## config.mk

```make
export PLATFORM = sky130hd
export DESIGN_NAME = gpr_file_flat
export DESIGN_NICKNAME = d
export VERILOG_FILES = /design/src/dispatch_pkg.sv /design/src/wb_if.sv /design/src/gpr_file.sv /design/src/flat_wrapper.sv
export SDC_FILE = /design/constraint.sdc
export NUM_CORES = 2
export LEC_CHECK = 0
export BUFFER_PORTS_ARGS = -buffer_cell sky130_fd_sc_hd__buf_2
export CORE_ASPECT_RATIO = 1.25
export CORE_MARGIN = 5
export CORE_UTILIZATION = 51
export DETAILED_ROUTE_END_ITERATION = 10
export PLACE_DENSITY_LB_ADDON = 0.05
export SETUP_SLACK_MARGIN = 0.02
export SYNTH_ARGS = -nofsm -noshare
export SYNTH_HDL_FRONTEND = slang
export SYNTH_SLANG_ARGS = --single-unit
```

## constraint.sdc

```tcl
create_clock -name iCLOCK -period 3.4 [get_ports iCLOCK]
set_input_delay 0.17 -clock iCLOCK [delete_from_list [all_inputs] [get_ports iCLOCK]]
set_output_delay 0.17 -clock iCLOCK [all_outputs]
set_load 0.01 [all_outputs]
```

## src/dispatch_pkg.sv

```systemverilog
package dispatch_pkg;

	// Data and field widths
	typedef logic [31:0] word_t;
	typedef logic [4:0]  reg_ptr_t;
	typedef logic [4:0]  cmd_t;
	typedef logic [3:0]  cc_t;
	typedef logic [63:0] counter_t;

	// System register map
	localparam reg_ptr_t SYSREG_CPUIDR     = 5'd0;
	localparam reg_ptr_t SYSREG_COREIDR    = 5'd1;
	localparam reg_ptr_t SYSREG_TIDR       = 5'd2;
	localparam reg_ptr_t SYSREG_PCR        = 5'd4;
	localparam reg_ptr_t SYSREG_SPR        = 5'd5;
	localparam reg_ptr_t SYSREG_PSR        = 5'd6;
	localparam reg_ptr_t SYSREG_PPSR       = 5'd12;
	localparam reg_ptr_t SYSREG_FRCLR      = 5'd16;
	localparam reg_ptr_t SYSREG_FRCHR      = 5'd17;

	// Write-only counter commands
	localparam reg_ptr_t SYSREG_FRCR       = 5'd18;
	localparam reg_ptr_t SYSREG_FRCR2FRCXR = 5'd19;

	// Processor id in the upper half, revision in the lower half
	localparam word_t PROCESSOR_ID_REV = 32'h0002_0001;

	// PSR bits 6, 5 and 2 drop on interrupt entry
	localparam word_t PSR_IRQ_CLEAR_MASK = 32'h0000_0064;

	localparam word_t PC_STEP = 32'd4;

endpackage
```

## src/wb_if.sv

```systemverilog
interface wb_if import dispatch_pkg::*; ();

	logic     valid;
	word_t    data;
	reg_ptr_t destination;
	logic     dest_sysreg;
	logic     writeback;
	logic     spr_writeback;
	word_t    spr;
	word_t    pc;
	logic     branch;
	word_t    branch_pc;
	logic     pipeline_stop;

	// Register files take every member
	modport sink (
		input valid, data, destination, dest_sysreg, writeback,
		input spr_writeback, spr, pc, branch, branch_pc, pipeline_stop
	);

	// Operand bypass only needs what can be forwarded
	modport bypass (
		input valid, data, destination, dest_sysreg, writeback,
		input spr_writeback, spr, pc, pipeline_stop
	);

endinterface

```

## src/gpr_file.sv

```systemverilog
module gpr_file import dispatch_pkg::*; (
	input  logic     iCLOCK,
	input  logic     inRESET,
	wb_if.sink       wb,
	input  reg_ptr_t rd0_ptr,
	input  reg_ptr_t rd1_ptr,
	output word_t    rd0_data,
	output word_t    rd1_data
);

	word_t regs [32];
	logic  wr_en;

	assign wr_en = wb.valid && !wb.pipeline_stop && wb.writeback && !wb.dest_sysreg;

	always_ff @(posedge iCLOCK or negedge inRESET) begin
		if (!inRESET) begin
			for (int i = 0; i < 32; i++) begin
				regs[i] <= '0;
			end
		end else if (wr_en) begin
			regs[wb.destination] <= wb.data;
		end
	end

	// Asynchronous read ports
	assign rd0_data = regs[rd0_ptr];
	assign rd1_data = regs[rd1_ptr];

	a_gpr_dest_known: assert property (
		@(posedge iCLOCK) disable iff (!inRESET)
		wr_en |-> !$isunknown(wb.destination)
	);

endmodule

```

## src/flat_wrapper.sv

```systemverilog
// flat-port wrapper written by rule: the top's interface ports become plain ports
module gpr_file_flat import dispatch_pkg::*;
  (iCLOCK, inRESET, rd0_ptr, rd1_ptr, rd0_data, rd1_data, wb_valid, wb_data, wb_destination, wb_dest_sysreg, wb_writeback, wb_spr_writeback, wb_spr, wb_pc, wb_branch, wb_branch_pc, wb_pipeline_stop);
  wb_if wb_i ();
  input  logic iCLOCK;
  input  logic inRESET;
  input  reg_ptr_t rd0_ptr;
  input  reg_ptr_t rd1_ptr;
  output word_t rd0_data;
  output word_t rd1_data;
  input wire logic [$bits(wb_i.valid)-1:0] wb_valid;
  input wire logic [$bits(wb_i.data)-1:0] wb_data;
  input wire logic [$bits(wb_i.destination)-1:0] wb_destination;
  input wire logic [$bits(wb_i.dest_sysreg)-1:0] wb_dest_sysreg;
  input wire logic [$bits(wb_i.writeback)-1:0] wb_writeback;
  input wire logic [$bits(wb_i.spr_writeback)-1:0] wb_spr_writeback;
  input wire logic [$bits(wb_i.spr)-1:0] wb_spr;
  input wire logic [$bits(wb_i.pc)-1:0] wb_pc;
  input wire logic [$bits(wb_i.branch)-1:0] wb_branch;
  input wire logic [$bits(wb_i.branch_pc)-1:0] wb_branch_pc;
  input wire logic [$bits(wb_i.pipeline_stop)-1:0] wb_pipeline_stop;
  assign wb_i.valid = wb_valid;
  assign wb_i.data = wb_data;
  assign wb_i.destination = wb_destination;
  assign wb_i.dest_sysreg = wb_dest_sysreg;
  assign wb_i.writeback = wb_writeback;
  assign wb_i.spr_writeback = wb_spr_writeback;
  assign wb_i.spr = wb_spr;
  assign wb_i.pc = wb_pc;
  assign wb_i.branch = wb_branch;
  assign wb_i.branch_pc = wb_branch_pc;
  assign wb_i.pipeline_stop = wb_pipeline_stop;
  gpr_file u_core (.iCLOCK(iCLOCK), .inRESET(inRESET), .wb(wb_i), .rd0_ptr(rd0_ptr), .rd1_ptr(rd1_ptr), .rd0_data(rd0_data), .rd1_data(rd1_data));
endmodule
```

==> summary.md <==
| Metric | Value |
|---|---|
| Net count, final | 4729 |
| Crit path kind | flip-flop to output port |
| Critical path peak fanout | 3 |
| Part of the Yosys area used for sequential elements | 45.8% |
| Register clock-pin slew on the reported worst setup and hold paths | 0.06 ns |
| Via count of the first global-routing pass | 39590 |
| Register bit total from synthesis | 1024 |
| Async S/R FF share, synth | 100% |
| Number of fill cells | 9129 |
| Required time at the endpoint of the critical path | 3.23 ns |
| Post-synthesis mux area share | 38.9% |
| Worst setup slack after placement | 0.509 ns |
| XOR/XNOR Fraction of Synth Area | 0% |
| Routed Antenna Nets | 0 |
| Final Hold Fails | 0 |
| Row count | 135 |
| Worst VDD drop | 0.413 mV |
| Endpoint class of the critical path | output port |
| Compound-cell area share of the yosys netlist | 7.01% |
| Max Fclk | 0.387 GHz |
| Synthesis warning total | 0 |
| Class of the tightest hold or removal check | input port to flip-flop |
| Chip Height | 380 um |
| Post-CTS Setup Repair Bufs | 0 |
| Final design utilization | 57.4% |
| DRT iter0 DRCs | 3173 |
| Average vias per placed instance | 6.42 |
| H-tree levels | 3 |
| Worst max-slew margin expressed relative to the limit | 27.4% |
| Number of antenna violations at the first check in global routing | 8 |
| Cell count after synthesis | 4616 |
| Share of post-route cells with drive strength above 1 | 30.5% |
| Clock sink total | 1024 |
| Number of buffers and inverters on the critical path | 1 |
| Register with the most flip-flops | u_core.regs |
| Largest net degree at the start of global routing | 132 |
| Fraction of the mapped netlist area in simple logic gates | 4.34% |
| Final worst slack | 0.817 ns |
| Vias | 39251 |
| Cell area after synthesis | 55900 um2 |
| Number of flip-flops in the largest register | 1024 |
| Most instantiated flip-flop cell in the synthesis netlist | dfrtp_1 |
| Leftover overflow at the end of global routing | 0 |
| Min Clock Period, post-route | 2.58 ns |
| RSZ-0062 raised after global routing | no |
| Kind of launch point of the worst setup path | flip-flop |
| Detail Placement HPWL | 105000 um |
| Largest family of logic cells by synthesized area | multiplexers |
| Overall fraction of global-route tracks in use | 30.4% |
| Sum Neg Setup Slack | 0 ns |
| Cell-by-cell listing of the critical path | mux2i_1, a22o_1, nor3_1, a31oi_1, nand3_1, buf_2 |
| Adder and majority gate portion of the synthesized area | 0% |
| Placer's final routability congestion estimate | 0.795 |
| Ports | 215 |
| Maximum cell stage delay along the critical path | 0.40 ns |
| Clock latency of the later-clocked register in the worst-skew pair | 0.70 ns |
| Largest registers in the final layout | u_core.regs (1024) |
| Die W | 306 um |
| Final critical-path share of the clock period | 76.0% |
| Initial standard-cell utilization of the core | 51.5% |
| Most frequent cells in the layout | mux2i_1, dfrtp_1, mux2_2 |
| Max Root-Sink Buffers | 3 |
| Syn_nets | 4767 |
| Leakage power of the design | 31.6 nW |
| Floorplan Core Area | 109000 um2 |
| Number of enable flip-flop cells after synthesis | 0 |
| Slew at the pin closest to its max-slew limit | 1.09 ns |
| DRC violation count after routing | 0 |
| Run status | completed |
| Slew Viols, Final | 0 |
| Clock root buffer master | clkbuf_16 |
| Setup skew after layout | 0 ns |
| Mean Syn Cell Area | 12.1 um2 |
| Max-cap violations | 0 |
| Arrival time at the worst endpoint | 2.41 ns |
| Post-detailed-route wirelength per cell | 29.7 um |
| # setup viols final | 0 |
| Power per unit of standard cell area | 469 nW/um2 |
| TritonCTS clock tree | built |
| Wire length of the first global-routing pass | 268000 um |
| Yosys cell types | 30 |
| Drt first pass iters | 5 |
| Number of input and output port buffers inserted | 116 |
| Relative area change from synthesis to final layout | 11.5% |
| DIE AREA | 116000 um2 |
| Slowest cell on the critical path | dfrtp_1 |
| Number of buffers created by CTS | 110 |
| Total routed wirelength | 182000 um |
| Gate family responsible for the most delay along the worst path | simple AND/OR/NAND/NOR gates |
==> routing by layer <==
metal / GRT usage (%) / share of wire, %
met1: 42.6 / 44
met2: 48.9 / 47
met3: 4.00 / 5.6
met4: 10.6 / 3.9
met5: 0 / 0.0072
==> power breakdown <==
group          internal [W]  switching [W]
registers            0.0128       0.000427
clock network       0.00738        0.00513
logic               0.00148        0.00208
==> kinds of logic after synthesis <==
kind of cell,count (synthesis)
AND/OR/NAND/NOR,513
AO/OA/AOI/OAI,576
buffers and inverters,455
multiplexers,2048
flip-flops,1024
==> through the flow <==
stage	total power (W)	std cells	cell area (um2)	hold slack (ns)
2_1_floorplan	0.0155	4616	55900	-0.126
3_3_place_gp	0.0169	5902	58600	0.126
3_5_place_dp	0.0170	5902	58600	0.125
4_1_cts	0.0295	6106	62400	0.0351
5_1_grt	0.0303	6106	62400	0.109
6_report	0.0293	6112	62400	0.0961
==> layout make-up <==
type	count	area [um2]	share of cell area, %
Tap cell	1438	1800	2.88
Timing Repair Buffer	305	2860	4.58
Antenna cell	6	15.0	0.0241
Multi-Input combinational cell	3137	28300	45.4
Clock inverter	36	468	0.750
Clock buffer	166	3280	5.25
Sequential cell	1024	25600	41.1
==> synth_stat cells, types with 3 or more instances <==
library cell | number | share of area (%)
nand3_1 | 193 | 1.7
buf_1 | 24 | 0.16
mux2i_1 | 1024 | 18
a31oi_1 | 64 | 0.72
buf_2 | 188 | 1.7
nor3b_2 | 3 | 0.067
mux2_2 | 890 | 18
clkbuf_1 | 204 | 1.4
buf_4 | 14 | 0.19
nand2b_1 | 4 | 0.045
buf_6 | 25 | 0.50
a22oi_1 | 192 | 2.6
a21oi_1 | 192 | 1.7
dfrtp_1 | 1024 | 46
nor2_1 | 4 | 0.027
nor2b_1 | 10 | 0.11
mux2_1 | 134 | 2.7
nand2_1 | 212 | 1.4
nor3_1 | 64 | 0.57
a22o_1 | 128 | 2.0
and2_1 | 3 | 0.034
nand2_4 | 8 | 0.16
==> worst paths after layout <==
kind | slack, ns | depth (start not counted) | endpoint | start
max in group asynchronous | 2.34 | 4 | u_core.regs[249]$_DFFE_PN0P_ | inRESET
min reg2reg | 0.51 | 1 | u_core.regs[1010]$_DFFE_PN0P_ | u_core.regs[1010]$_DFFE_PN0P_
min | 0.1 | 4 | u_core.regs[394]$_DFFE_PN0P_ | wb_destination[2]
max reg2reg | 2.57 | 1 | u_core.regs[727]$_DFFE_PN0P_ | u_core.regs[727]$_DFFE_PN0P_
max | 0.82 | 6 | rd1_data[0] | u_core.regs[896]$_DFFE_PN0P_
min in group asynchronous | 0.20 | 3 | u_core.regs[201]$_DFFE_PN0P_ | inRESET
==> timing repair <==
item / 4_1_cts / 5_1_grt
endpoints found under the hold margin: 607 / 0
resized for setup: 0 / 0
hold buffers: 2 / 0
Power figures use the tool's default switching activity.
